File: config.mk
export PLATFORM = sky130hd
export DESIGN_NAME = dcache_hit_stage
export DESIGN_NICKNAME = d
export VERILOG_FILES = /design/src/design/dcache_pkg.sv /design/src/design/dcache_hit_path.sv /design/src/design/dcache_miss_ctrl.sv /design/src/design/dcache_resp.sv /design/src/design/dcache_hit_stage.sv
export VERILOG_INCLUDE_DIRS = /design/src /design/src/design
export SDC_FILE = /design/constraint.sdc
export NUM_CORES = 1
export LEC_CHECK = 0
export ABC_CLOCK_PERIOD_IN_PS = 4550
export BUFFER_PORTS_ARGS = -buffer_cell sky130_fd_sc_hd__buf_4
export CAP_MARGIN = 40
export CORE_MARGIN = 2
export CORE_UTILIZATION = 33
export CTS_BUF_LIST = sky130_fd_sc_hd__clkbuf_8
export CTS_CLUSTER_SIZE = 8
export DETAILED_ROUTE_END_ITERATION = 8
export GPL_ROUTABILITY_DRIVEN = 0
export PLACE_DENSITY = 0.76
export SYNTH_ARGS = -nofsm -noshare
export SYNTH_HDL_FRONTEND = slang
export SYNTH_SLANG_ARGS = --single-unit
File: constraint.sdc
create_clock -name clk_i -period 4.55 [get_ports clk_i]
set_clock_uncertainty 0.05 [all_clocks]
set_input_delay 0.6825 -clock clk_i [delete_from_list [all_inputs] [get_ports clk_i]]
set_output_delay 0.6825 -clock clk_i [all_outputs]
set_load 0.005 [all_outputs]
File: src/design/dcache_config.svh
`ifndef DCACHE_CONFIG_SVH
`define DCACHE_CONFIG_SVH

////////////////////
// data path widths
////////////////////

// core data word
`define DC_XLEN 32

// physical address
`define DC_PLEN 32

// one cache line holds two words
`define DC_BLK_BITS 64

////////////////////
// cache geometry
////////////////////

`define DC_WAYS 2

// 16 sets
`define DC_IDX_BITS 4

// byte offset within a line
`define DC_BLK_OFFS_BITS 3

// word select within a line
`define DC_DAT_OFFS_BITS 1

// whatever is left above index and offset
`define DC_TAG_BITS 25

// idle cycles after a fill so the tag and data memories can settle
`define DC_RECOVER_CYCLES 2

`endif

File: src/design/dcache_pkg.sv
`include "dcache_config.svh"

package dcache_pkg;

  ////////////////////
  // basic words
  ////////////////////

  typedef logic [`DC_XLEN-1:0]       word_t;
  typedef logic [`DC_BLK_BITS-1:0]   line_t;
  typedef logic [`DC_XLEN/8-1:0]     be_t;
  typedef logic [`DC_BLK_BITS/8-1:0] line_be_t;
  typedef logic [`DC_WAYS-1:0]       ways_t;
  typedef logic [`DC_IDX_BITS-1:0]   idx_t;
  typedef logic [`DC_TAG_BITS-1:0]   tag_t;
  typedef logic [`DC_DAT_OFFS_BITS-1:0] offs_t;

  ////////////////////
  // address decode
  ////////////////////

  // tag | index | word in line | byte in word
  typedef struct packed {
    tag_t                                               tag;
    idx_t                                               idx;
    offs_t                                              offs;
    logic [`DC_BLK_OFFS_BITS-`DC_DAT_OFFS_BITS-1:0]     lane;
  } adr_fields_t;

  typedef union packed {
    logic [`DC_PLEN-1:0] raw;
    adr_fields_t         f;
  } adr_u;

  // miss controller
  typedef enum logic [2:0] {
    ARMED,
    FILL_REQ,
    FILL_REL,
    RECOVER0,
    RECOVER1
  } miss_state_e;

endpackage

File: src/design/dcache_hit_path.sv
`timescale 1ns/10ps
`include "dcache_config.svh"

module dcache_hit_path
  import dcache_pkg::*;
(
  input  logic     clk_i,
  input  logic     rst_ni,

  input  logic     req_i,
  input  logic     we_i,
  input  adr_u     adr_i,
  input  be_t      be_i,
  input  word_t    d_i,
  input  logic     access_fault_i,
  input  logic     misaligned_i,
  input  logic     pagefault_i,

  input  logic     cache_hit_i,
  input  ways_t    ways_hit_i,
  input  line_t    cache_line_i,
  output idx_t     idx_o,
  output tag_t     tag_o,

  input  logic     armed_i,
  output logic     valid_o,
  output logic     miss_o,
  output logic     hit_ack_o,
  output word_t    hit_q_o,
  output logic     wb_stall_o,

  output logic     wb_we_o,
  input  logic     wb_ack_i,
  output idx_t     wb_idx_o,
  output offs_t    wb_offs_o,
  output word_t    wb_data_o,
  output line_be_t wb_be_o,
  output ways_t    wb_ways_o
);

  logic  wb_busy;
  logic  rd_hit;
  logic  wr_hit;
  logic  bypass;
  offs_t dat_offs;
  line_t merged_line;

  ////////////////////
  // qualification
  ////////////////////

  assign valid_o  = req_i & ~access_fault_i & ~misaligned_i & ~pagefault_i;
  assign miss_o   = valid_o & ~cache_hit_i;

  assign idx_o    = adr_i.f.idx;
  assign tag_o    = adr_i.f.tag;
  assign dat_offs = adr_i.f.offs;

  // buffer is busy until the four-phase cycle has fully returned to idle
  assign wb_busy    = wb_we_o | wb_ack_i;

  assign rd_hit     = armed_i & valid_o & cache_hit_i & ~we_i;
  assign wr_hit     = armed_i & valid_o & cache_hit_i & we_i & ~wb_busy;
  assign wb_stall_o = armed_i & valid_o & cache_hit_i & we_i & wb_busy;

  assign hit_ack_o  = rd_hit | wr_hit;

  ////////////////////
  // write buffer
  ////////////////////

  always_ff @(posedge clk_i or negedge rst_ni) begin
    if (!rst_ni) begin
      wb_we_o <= 1'b0;
    end else if (wr_hit) begin
      wb_we_o <= 1'b1;
    end else if (wb_ack_i) begin
      wb_we_o <= 1'b0;
    end
  end

  // byte enables land at the word position inside the line
  always_ff @(posedge clk_i) begin
    if (wr_hit) begin
      wb_idx_o  <= adr_i.f.idx;
      wb_offs_o <= dat_offs;
      wb_data_o <= d_i;
      wb_be_o   <= line_be_t'(be_i) << (dat_offs * (`DC_XLEN / 8));
      wb_ways_o <= ways_hit_i;
    end
  end

  ////////////////////
  // read bypass
  ////////////////////

  // same set and way as the pending write
  assign bypass = wb_we_o & (adr_i.f.idx == wb_idx_o) & (ways_hit_i == wb_ways_o);

  always_comb begin
    line_t wb_line;
    wb_line = {(`DC_BLK_BITS / `DC_XLEN){wb_data_o}};
    for (int i = 0; i < `DC_BLK_BITS / 8; i++) begin
      merged_line[i*8 +: 8] = (bypass && wb_be_o[i]) ? wb_line[i*8 +: 8]
                                                      : cache_line_i[i*8 +: 8];
    end
  end

  assign hit_q_o = merged_line[dat_offs * `DC_XLEN +: `DC_XLEN];

  // pending entry must not move under the buffer
  a_wb_stable : assert property (
    @(posedge clk_i) disable iff (!rst_ni)
    wb_we_o && !wb_ack_i |=> wb_we_o &&
      $stable({wb_idx_o, wb_offs_o, wb_data_o, wb_be_o, wb_ways_o})
  );

endmodule

File: src/design/dcache_miss_ctrl.sv
`timescale 1ns/10ps
`include "dcache_config.svh"

module dcache_miss_ctrl
  import dcache_pkg::*;
(
  input  logic  clk_i,
  input  logic  rst_ni,

  input  logic  miss_i,
  input  adr_u  adr_i,
  input  ways_t ways_hit_i,
  input  ways_t fill_way_i,

  output logic  armed_o,
  output logic  miss_stall_o,

  output logic  fill_req_o,
  input  logic  fill_ack_i,
  output idx_t  fill_idx_o,
  output tag_t  fill_tag_o,
  output ways_t fill_way_o,
  output logic  filling_o,

  input  logic  fill_err_i,
  input  word_t fill_q_i,
  output logic  fill_done_o,
  output logic  fill_err_o,
  output word_t fill_q_o
);

  miss_state_e state;
  miss_state_e nxt_state;
  logic        fill_ack_seen;

  ////////////////////
  // state machine
  ////////////////////

  always_comb begin
    nxt_state    = state;
    miss_stall_o = 1'b1;

    case (state)
      ARMED: begin
        miss_stall_o = miss_i;
        if (miss_i) begin
          nxt_state = FILL_REQ;
        end
      end

      // requested word is returned with the ack, core takes it here
      FILL_REQ: begin
        miss_stall_o = ~fill_ack_i;
        if (fill_ack_i) begin
          nxt_state = FILL_REL;
        end
      end

      // wait for the BIU to drop its ack
      FILL_REL: begin
        if (!fill_ack_i) begin
          nxt_state = RECOVER0;
        end
      end

      // set up index for tag and data memories
      RECOVER0: nxt_state = RECOVER1;

      // memory outputs valid again
      RECOVER1: nxt_state = ARMED;

      default: nxt_state = ARMED;
    endcase
  end

  always_ff @(posedge clk_i or negedge rst_ni) begin
    if (!rst_ni) begin
      state <= ARMED;
    end else begin
      state <= nxt_state;
    end
  end

  assign armed_o    = (state == ARMED);
  assign fill_req_o = (state == FILL_REQ);
  assign filling_o  = (state == FILL_REQ) || (state == FILL_REL);

  ////////////////////
  // fill address
  ////////////////////

  // a way holding a matching but invalid tag is reused, else take the victim
  always_ff @(posedge clk_i) begin
    if (armed_o && miss_i) begin
      fill_idx_o <= adr_i.f.idx;
      fill_tag_o <= adr_i.f.tag;
      fill_way_o <= (|ways_hit_i) ? ways_hit_i : fill_way_i;
    end
  end

  // fill result is registered once in the response unit
  assign fill_ack_seen = (state == FILL_REQ) & fill_ack_i;
  assign fill_done_o   = fill_ack_seen & ~fill_err_i;
  assign fill_err_o    = fill_ack_seen & fill_err_i;
  assign fill_q_o      = fill_q_i;

  ////////////////////
  // checks
  ////////////////////

  a_req_held : assert property (
    @(posedge clk_i) disable iff (!rst_ni)
    $fell(fill_req_o) |-> $past(fill_ack_i)
  );

  a_state_legal : assert property (
    @(posedge clk_i) disable iff (!rst_ni)
    state inside {ARMED, FILL_REQ, FILL_REL, RECOVER0, RECOVER1}
  );

endmodule

File: src/design/dcache_resp.sv
`timescale 1ns/10ps
`include "dcache_config.svh"

module dcache_resp
  import dcache_pkg::*;
(
  input  logic  clk_i,
  input  logic  rst_ni,

  input  logic  valid_i,
  input  logic  req_i,
  input  logic  access_fault_i,
  input  logic  misaligned_i,
  input  logic  pagefault_i,

  // hit side
  input  logic  hit_ack_i,
  input  word_t hit_q_i,
  input  logic  wb_stall_i,

  // miss side
  input  logic  miss_stall_i,
  input  logic  fill_done_i,
  input  logic  fill_err_i,
  input  word_t fill_q_i,

  output logic  ack_o,
  output word_t q_o,
  output logic  err_o,
  output logic  misaligned_o,
  output logic  pagefault_o,
  output logic  stall_o
);

  logic consumed;
  logic done;

  assign stall_o  = wb_stall_i | miss_stall_i;
  assign consumed = req_i & ~stall_o;

  // only a request taken this cycle can complete
  assign done     = valid_i & ~stall_o & (hit_ack_i | fill_done_i);

  ////////////////////
  // core response
  ////////////////////

  always_ff @(posedge clk_i or negedge rst_ni) begin
    if (!rst_ni) begin
      ack_o        <= 1'b0;
      err_o        <= 1'b0;
      misaligned_o <= 1'b0;
      pagefault_o  <= 1'b0;
    end else begin
      ack_o        <= done;
      err_o        <= fill_err_i | (consumed & access_fault_i);
      misaligned_o <= consumed & misaligned_i;
      pagefault_o  <= consumed & pagefault_i;
    end
  end

  // read data from whichever side finished
  always_ff @(posedge clk_i) begin
    if (hit_ack_i) begin
      q_o <= hit_q_i;
    end else if (fill_done_i) begin
      q_o <= fill_q_i;
    end
  end

  a_ack_err_excl : assert property (
    @(posedge clk_i) disable iff (!rst_ni)
    !(ack_o && err_o)
  );

endmodule

File: src/design/dcache_hit_stage.sv
`timescale 1ns/10ps
`include "dcache_config.svh"

module dcache_hit_stage
  import dcache_pkg::*;
(
  input  logic                clk_i,
  input  logic                rst_ni,

  // core
  input  logic                req_i,
  input  logic                we_i,
  input  logic [`DC_PLEN-1:0] adr_i,
  input  be_t                 be_i,
  input  word_t               d_i,
  input  logic                access_fault_i,
  input  logic                misaligned_i,
  input  logic                pagefault_i,
  output logic                ack_o,
  output word_t               q_o,
  output logic                err_o,
  output logic                misaligned_o,
  output logic                pagefault_o,
  output logic                stall_o,

  // tag and data memories
  input  logic                cache_hit_i,
  input  ways_t               ways_hit_i,
  input  line_t               cache_line_i,
  input  ways_t               fill_way_i,
  output idx_t                idx_o,
  output tag_t                tag_o,

  // write buffer
  output logic                wb_we_o,
  input  logic                wb_ack_i,
  output idx_t                wb_idx_o,
  output offs_t               wb_offs_o,
  output word_t               wb_data_o,
  output line_be_t            wb_be_o,
  output ways_t               wb_ways_o,

  // line fill
  output logic                fill_req_o,
  input  logic                fill_ack_i,
  output idx_t                fill_idx_o,
  output tag_t                fill_tag_o,
  output ways_t               fill_way_o,
  input  word_t               fill_q_i,
  input  logic                fill_err_i,
  output logic                filling_o
);

  adr_u  core_adr;
  logic  valid;
  logic  miss;
  logic  armed;
  logic  hit_ack;
  word_t hit_q;
  logic  wb_stall;
  logic  miss_stall;
  logic  fill_done;
  logic  fill_err;
  word_t fill_q;

  // flat core address, decoded into fields below
  assign core_adr.raw = adr_i;

  dcache_hit_path u_hit_path (
    .clk_i, .rst_ni, .req_i, .we_i,
    .adr_i (core_adr), .be_i, .d_i,
    .access_fault_i, .misaligned_i, .pagefault_i,
    .cache_hit_i, .ways_hit_i, .cache_line_i, .idx_o, .tag_o,
    .armed_i (armed), .valid_o (valid), .miss_o (miss),
    .hit_ack_o (hit_ack), .hit_q_o (hit_q), .wb_stall_o (wb_stall),
    .wb_we_o, .wb_ack_i, .wb_idx_o, .wb_offs_o, .wb_data_o, .wb_be_o, .wb_ways_o
  );

  dcache_miss_ctrl u_miss_ctrl (
    .clk_i, .rst_ni, .miss_i (miss), .adr_i (core_adr),
    .ways_hit_i, .fill_way_i, .armed_o (armed), .miss_stall_o (miss_stall),
    .fill_req_o, .fill_ack_i, .fill_idx_o, .fill_tag_o, .fill_way_o, .filling_o,
    .fill_err_i, .fill_q_i,
    .fill_done_o (fill_done), .fill_err_o (fill_err), .fill_q_o (fill_q)
  );

  dcache_resp u_resp (
    .clk_i, .rst_ni, .valid_i (valid), .req_i,
    .access_fault_i, .misaligned_i, .pagefault_i,
    .hit_ack_i (hit_ack), .hit_q_i (hit_q), .wb_stall_i (wb_stall),
    .miss_stall_i (miss_stall), .fill_done_i (fill_done),
    .fill_err_i (fill_err), .fill_q_i (fill_q),
    .ack_o, .q_o, .err_o, .misaligned_o, .pagefault_o, .stall_o
  );

endmodule

==> results of run 1 <==
==> flip-flops by register name (all words and copies together) (netlist names), 2 cells and up <==
register / count
u_hit_path.wb_be_o: 8
u_miss_ctrl.fill_tag_o: 25
u_hit_path.wb_ways_o: 2
u_hit_path.wb_idx_o: 4
u_resp.q_o: 32
u_miss_ctrl.state: 3
u_miss_ctrl.fill_idx_o: 4
u_hit_path.wb_data_o: 32
u_miss_ctrl.fill_way_o: 2
==> routing by layer <==
| layer | routed length (um) | vias to the layer above | share of wire | GRT usage |
|---|---|---|---|---|
| met4 | 742 | 0 | 0.037 | 0.113 |
| met5 | 0 | - | 0 | 0 |
| met1 | 7060 | 2336 | 0.35 | 0.224 |
| met3 | 2000 | 39 | 0.099 | 0.0833 |
| met2 | 10400 | 272 | 0.51 | 0.380 |
| li1 | - | 2251 | - | - |
==> power breakdown <==
| group | total (mW) | switching, mW | internal [mW] | leakage (nW) |
|---|---|---|---|---|
| logic | 0.384 | 0.160 | 0.224 | 2.42 |
| registers | 1.27 | 0.0285 | 1.24 | 1.10 |
| clock network | 0.930 | 0.427 | 0.503 | 0.205 |
==> area by class of cell <==
cell class | count | share of cell area
Sequential cell | 118 | 0.412
Timing Repair Buffer | 335 | 0.296
Multi-Input combinational cell | 233 | 0.202
Tap cell | 220 | 0.0324
Clock buffer | 19 | 0.0308
Clock inverter | 13 | 0.0137
Inverter | 27 | 0.0119
Antenna cell | 2 | 0.000589
==> cell families (layout without fill, tap and decap cells) <==
group	count (synthesis)	count (layout)	share of synthesized area
flip-flops	118	118	0.623
AND/OR/NAND/NOR	115	115	0.114
AO/OA/AOI/OAI	86	86	0.127
buffers and inverters	76	394	0.0776
multiplexers	29	29	0.0540
XOR/XNOR	3	3	0.00467
other	0	2	0
==> path summary, 6_finish.rpt <==
check                                       start                      end  slack (ns)  cells after the start
setup / recovery           u_hit_path.wb_idx_o[3]            u_resp.q_o[3]        1.56                      5
hold / removal                             d_i[7]  u_hit_path.wb_data_o[7]        0.37                      1
setup reg to reg           u_hit_path.wb_idx_o[3]            u_resp.q_o[3]        1.56                      5
hold reg to reg              u_miss_ctrl.state[2]     u_miss_ctrl.state[1]        0.52                      1
max in group asynchronous                  rst_ni     u_miss_ctrl.state[2]        3.77                      2
min in group asynchronous                  rst_ni     u_miss_ctrl.state[0]        0.55                      2
==> cell usage in the layout (no fill, tap or decap), types with 10 or more instances in the layout <==
master / count
edfxtp_1: 110
o221a_2: 10
clkbuf_8: 19
and3_1: 10
inv_1: 30
nor2_1: 29
nand2_1: 13
mux2_2: 11
buf_4: 334
a211oi_1: 35
nor4_1: 16
mux2i_1: 18
==> stage by stage <==
step / utilization / power [mW] / worst slack [ns] / std cells / hold slack, ns
after floorplan: - / 1.43 / 0.681 / 427 / 0.337
after global placement: 0.487 / 1.67 / 1.26 / 932 / 0.456
after detailed placement: 0.487 / 1.67 / 1.20 / 932 / 0.459
after CTS: 0.510 / 2.60 / 1.58 / 965 / 0.341
after global routing: 0.511 / 2.67 / 1.45 / 967 / 0.332
final: 0.511 / 2.58 / 1.56 / 967 / 0.366
==> repair_timing <==
action | in CTS | in global routing
setup buffers | 0 | 0
hold buffers | 1 | 0
hold endpoints to repair | 8 | 0
==> impl_metrics.ini, run 1 <==
[logic_synthesis]
async_flop_share = 0.0678
yosysMostFrequentCell = edfxtp_1
yosys.cell_types.count = 44
ys_ff_latch = 118
syn_area_per_cell_sq_um = 13.2
synth_top_flop_cell = edfxtp_1
synth_area_sq_um = 5630
synth.yosys.seq_area_share = 0.623
synth-edff-count = 110
yosys-top-cells-area = edfxtp_1 59%, a211oi_1 4.7%, buf_4 4.3%, dfrtp_1 3.6%, mux2i_1 3.2%
yosysTopAreaCell = edfxtp_1
synthTopCellsByCount = 110 x edfxtp_1, 35 x a211oi_1, 32 x buf_4, 30 x nor2_1, 27 x inv_1
yosysWarnings = 0
synth_nets = 606
syn_inst = 427
synth_top_area_share = 0.587

[layout]
fillCellCount = 1498
design_area_sq_um = 8500
final_nets = 911
seqCellArea_sq_um = 3500
multi_input_area_sq_um = 1720
syn2layout_area_growth_pct = 51.0
layout-drive-gt1-share = 0.529

[route]
firstDrtPassIters = 4
drt_wl_total_um = 20200
viasPerCell = 5.07
vias = 4898
routedWlPerCell_um = 20.9
detail-route-antenna-nets = 0
first_iter_violations = 202
post-route-drc-count = 0

[worst_setup_path]
critical_path.max_fanout = 17
worst-path-buf-inv = 0
crit_family = simple AND/OR/NAND/NOR gates
path_cells = xnor2_1 -> and3_1 -> nand4_1 -> mux2_2 -> o221a_2
critPathCaptureType = register
cp.required_ns = 4.69
crit_path_max_incr_delay_ns = 0.69
start_kind = register
cp.arrival_ns = 3.12
path_class = reg2reg
cpMaxStageDelayCell = and3_1

[sta]
fin_tns_setup_ns = 0
hold_viol_final = 0
tightest_slew_ns = 0.799
setup_viol = 0
fin_crit_sh = 0.657
relSlewSlack = 0.465
slew_viol_final = 0
rsz0062_at_grt = false
fmax_ghz = 0.335
min_period_ns = 2.99

[outcome]
status = completed

[grt]
grt_antenna_before_repair = 2
grtUsageTotal = 0.216
grt_pass1_wl_um = 28700
grt_pass1_vias = 5076
grt_start_max_net_pins = 34
grt-ovfl-total = 0

[worst_hold_path]
hp-class = in2reg

[floorplan]
ios = 326
dieArea_sq_um = 18100
initial_core_util = 0.338
rows = 47
die_w_um = 135
die_h_um = 135
coreArea_sq_um = 16600

[power_and_ir_drop]
leakagePower_nw = 3.73
irDropWorstVdd_mv = 0.250
power_density_nw_per_um2 = 304

[placed_design]
placed_cell_area_sq_um = 8100
io_buffers = 323
hpwl_um = 15500

[clock_tree]
post_cts_resized = 0
root_buffer = clkbuf_8
cts_sinks = 118
clk_latency_ns = 0.44
tritoncts = built
cts_made_buffers = 17
htreeDepth = 4
clk_pin_slew_ns = 0.07
clk_path_buf_depth = 2

[run]
cap_violations = 0
Note: power is estimated with default switching activity, not from simulation.
==> run 2, diff against run 1 <==
- ABC_AREA: unset -> 1
- ABC_CLOCK_PERIOD_IN_PS: 4550 -> 2490
- PLACE_DENSITY: 0.76 -> 0.74
- clock period: 4.55 -> 2.49 ns (I/O delays scaled with it)
==> run 2 against run 1 <==
  * Non-clock buffer count stayed put
  * Synthesized cell count increased by 68%
  * Core utilization shrank 1.1 points
  * Power increased by 90%
  * Synthesized area up 8.4%
  * Setup slack got worse by 1.4 ns
  * Clock power grew 85%
  * Sequential power rose by 83%
  * Via count rose by 17%
  * Combinational power up 120%
  * Largest power group unchanged
==> impl_metrics.ini, run 2 <==
[sta]
fmax_ghz = 0.436
hold_viol_final = 0
fin_crit_sh = 0.922
rsz0062_at_grt = false
setup_viol = 0
min_period_ns = 2.30
slew_viol_final = 0
setup_ws_ns = 0.195
fin_tns_setup_ns = 0
tightest_slew_ns = 0.502
relSlewSlack = 0.664

[clock_tree]
clk_latency_ns = 0.44
clk_pin_slew_ns = 0.07
cts_sinks = 118
cts_made_buffers = 17
tritoncts = built
postCtsSetupBuffers = 0
root_buffer = clkbuf_8
htreeDepth = 4
clk_path_buf_depth = 2

[layout]
reg_top3 = u_hit_path.wb_data_o: 32 flops, u_resp.q_o: 32 flops, u_miss_ctrl.fill_tag_o: 25 flops
layout-drive-gt1-share = 0.367
mostFrequentLayoutCell = buf_4
final_cell_mix = 331 x buf_4, 233 x nand2_1, 138 x nand3_1
final_nets = 1191
design_area_sq_um = 9010
syn2layout_area_growth_pct = 47.7
fillCellCount = 1716

[floorplan]
initial_core_util = 0.338
dieArea_sq_um = 19600
ios = 326
coreArea_sq_um = 18000
die_h_um = 140
die_w_um = 140
rows = 49

[placed_design]
hpwl_um = 14600
placement.setup.worst_slack_ns = 0.178
placed_cell_area_sq_um = 8610
io_buffers = 323

[logic_synthesis]
yosys.cell_types.count = 20
async_flop_share = 0.0678
synth.yosys.seq_area_share = 0.574
synth_top_flop_cell = edfxtp_1
yosys-top-cells-area = edfxtp_1 54%, nand2_1 14%, nand3_1 11%, inv_1 8.0%, buf_4 3.7%
yosysWarnings = 0
yosysMostFrequentCell = nand2_1
synthTopCellsByCount = 233 x nand2_1, 138 x nand3_1, 130 x inv_1, 110 x edfxtp_1, 30 x buf_4
syn_area_per_cell_sq_um = 8.52
synth_nets = 895
synth-edff-count = 110
synth_top_area_share = 0.542
yosysTopAreaCell = edfxtp_1
syn_inst = 716
ys_ff_latch = 118
synth_area_sq_um = 6100

[worst_setup_path]
path_class = reg2out
rr_startpoint = u_hit_path.wb_idx_o[2]
r2r_setup_slack_ns = 0.28
critPathCaptureType = output pin
start_kind = register
cp.arrival_ns = 1.87
critical_path.max_fanout = 4
r2r_cells = 9
r2r_end = u_resp.q_o[13]
cp.required_ns = 2.07

[grt]
grt_start_max_net_pins = 43
grtUsageTotal = 0.193
grt_pass1_vias = 5544
grt_antenna_before_repair = 1
grt_pass1_wl_um = 29500
grt-ovfl-total = 0

[power_and_ir_drop]
leakagePower_nw = 4.59
irDropWorstVdd_mv = 0.466
power_density_nw_per_um2 = 543

[run]
cap_violations = 0

[outcome]
status = completed

[worst_hold_path]
hp-start = wb_ack_i
hold_end = u_hit_path.wb_we_o
hold_depth = 2
hp-class = in2reg

[route]
drt_wl_total_um = 19100
post-route-drc-count = 0
routedWlPerCell_um = 15.3
vias = 5717
detail-route-antenna-nets = 0
viasPerCell = 4.56
firstDrtPassIters = 7
first_iter_violations = 385
## run 2: cell count changes after synthesis, moves of 9 or more
cell      delta
mux2i_1     -18
and3_1      -10
nor2_1      -11
mux2_2      -11
o221a_2     -10
nand4_1      -9
a211oi_1    -35
nand2b_1     -9
inv_1      +103
nor4_1      -16
nand3_1    +136
nand2_1    +220
## run 2: how the worst max path moves through the flow
stage | start | end | cells past startpoint
after floorplan | u_miss_ctrl.state[2] | u_miss_ctrl.fill_idx_o[0] | 3
after global placement | ways_hit_i[1] | u_resp.q_o[10] | 10
after detailed placement | ways_hit_i[1] | u_resp.q_o[13] | 10
after CTS | u_miss_ctrl.state[2] | stall_o | 8
after global routing | u_miss_ctrl.state[2] | stall_o | 8
final | u_miss_ctrl.state[2] | stall_o | 8
## run 2: metal layers
metal | part of all wire | up-vias | global-route usage
met5 | 0 | - | 0
met1 | 0.40 | 2608 | 0.234
met2 | 0.50 | 246 | 0.333
met4 | 0.015 | 0 | 0.0526
met3 | 0.082 | 23 | 0.0598
li1 | - | 2840 | -
## run 2: worst max-delay path, stage by stage, from the launching register on
cell	delay, ns
dfrtp_1	0.42
nor2_1	0.18
nand2_1	0.14
inv_1	0.09
nand2_1	0.05
nor2_1	0.12
nand2_1	0.14
o21ai_2	0.17
buf_4	0.13
## run 2: cells by family (layout without fill, tap and decap cells)
| kind of cell | Yosys count | count (layout) | synth area share |
|---|---|---|---|
| xor gates and xnor gates | 2 | 2 | 0.00287 |
| other | 0 | 1 | 0 |
| and+or+nand+nor | 398 | 398 | 0.276 |
| AOI/OAI and AO/OA | 9 | 9 | 0.00800 |
| buffers and inverters | 189 | 498 | 0.139 |
| DFF | 118 | 118 | 0.574 |
## run 2: through the flow
stage,hold WS (ns),instances,total power [mW],util
after CTS,0.00226,1254,4.95,0.499
after detailed placement,0.149,1221,3.22,0.478
final,0.0405,1255,4.89,0.500
after global routing,0.0149,1254,5.12,0.500
after floorplan,0.0279,716,2.71,-
after global placement,0.149,1221,3.20,0.478
## run 2: cell type report
cell class,count,area (sq um),share of cell area
Antenna cell,1,2.50,0.000278
Timing Repair Buffer,335,2550,0.284
Clock inverter,15,145,0.0161
Multi-Input combinational cell,409,1790,0.199
Clock buffer,17,234,0.0260
Sequential cell,118,3500,0.389
Inverter,131,492,0.0546
Tap cell,229,287,0.0318
## run 2: timing repair
item                       in CTS  in global routing
hold endpoints to repair        8                  0
setup endpoints to repair       0                  1
resized for setup               0                  2
hold buffers                    1                  0
## run 2: power breakdown
| part | internal [mW] | switching (mW) |
|---|---|---|
| logic | 0.452 | 0.400 |
| clock network | 0.813 | 0.902 |
| registers | 2.28 | 0.0426 |
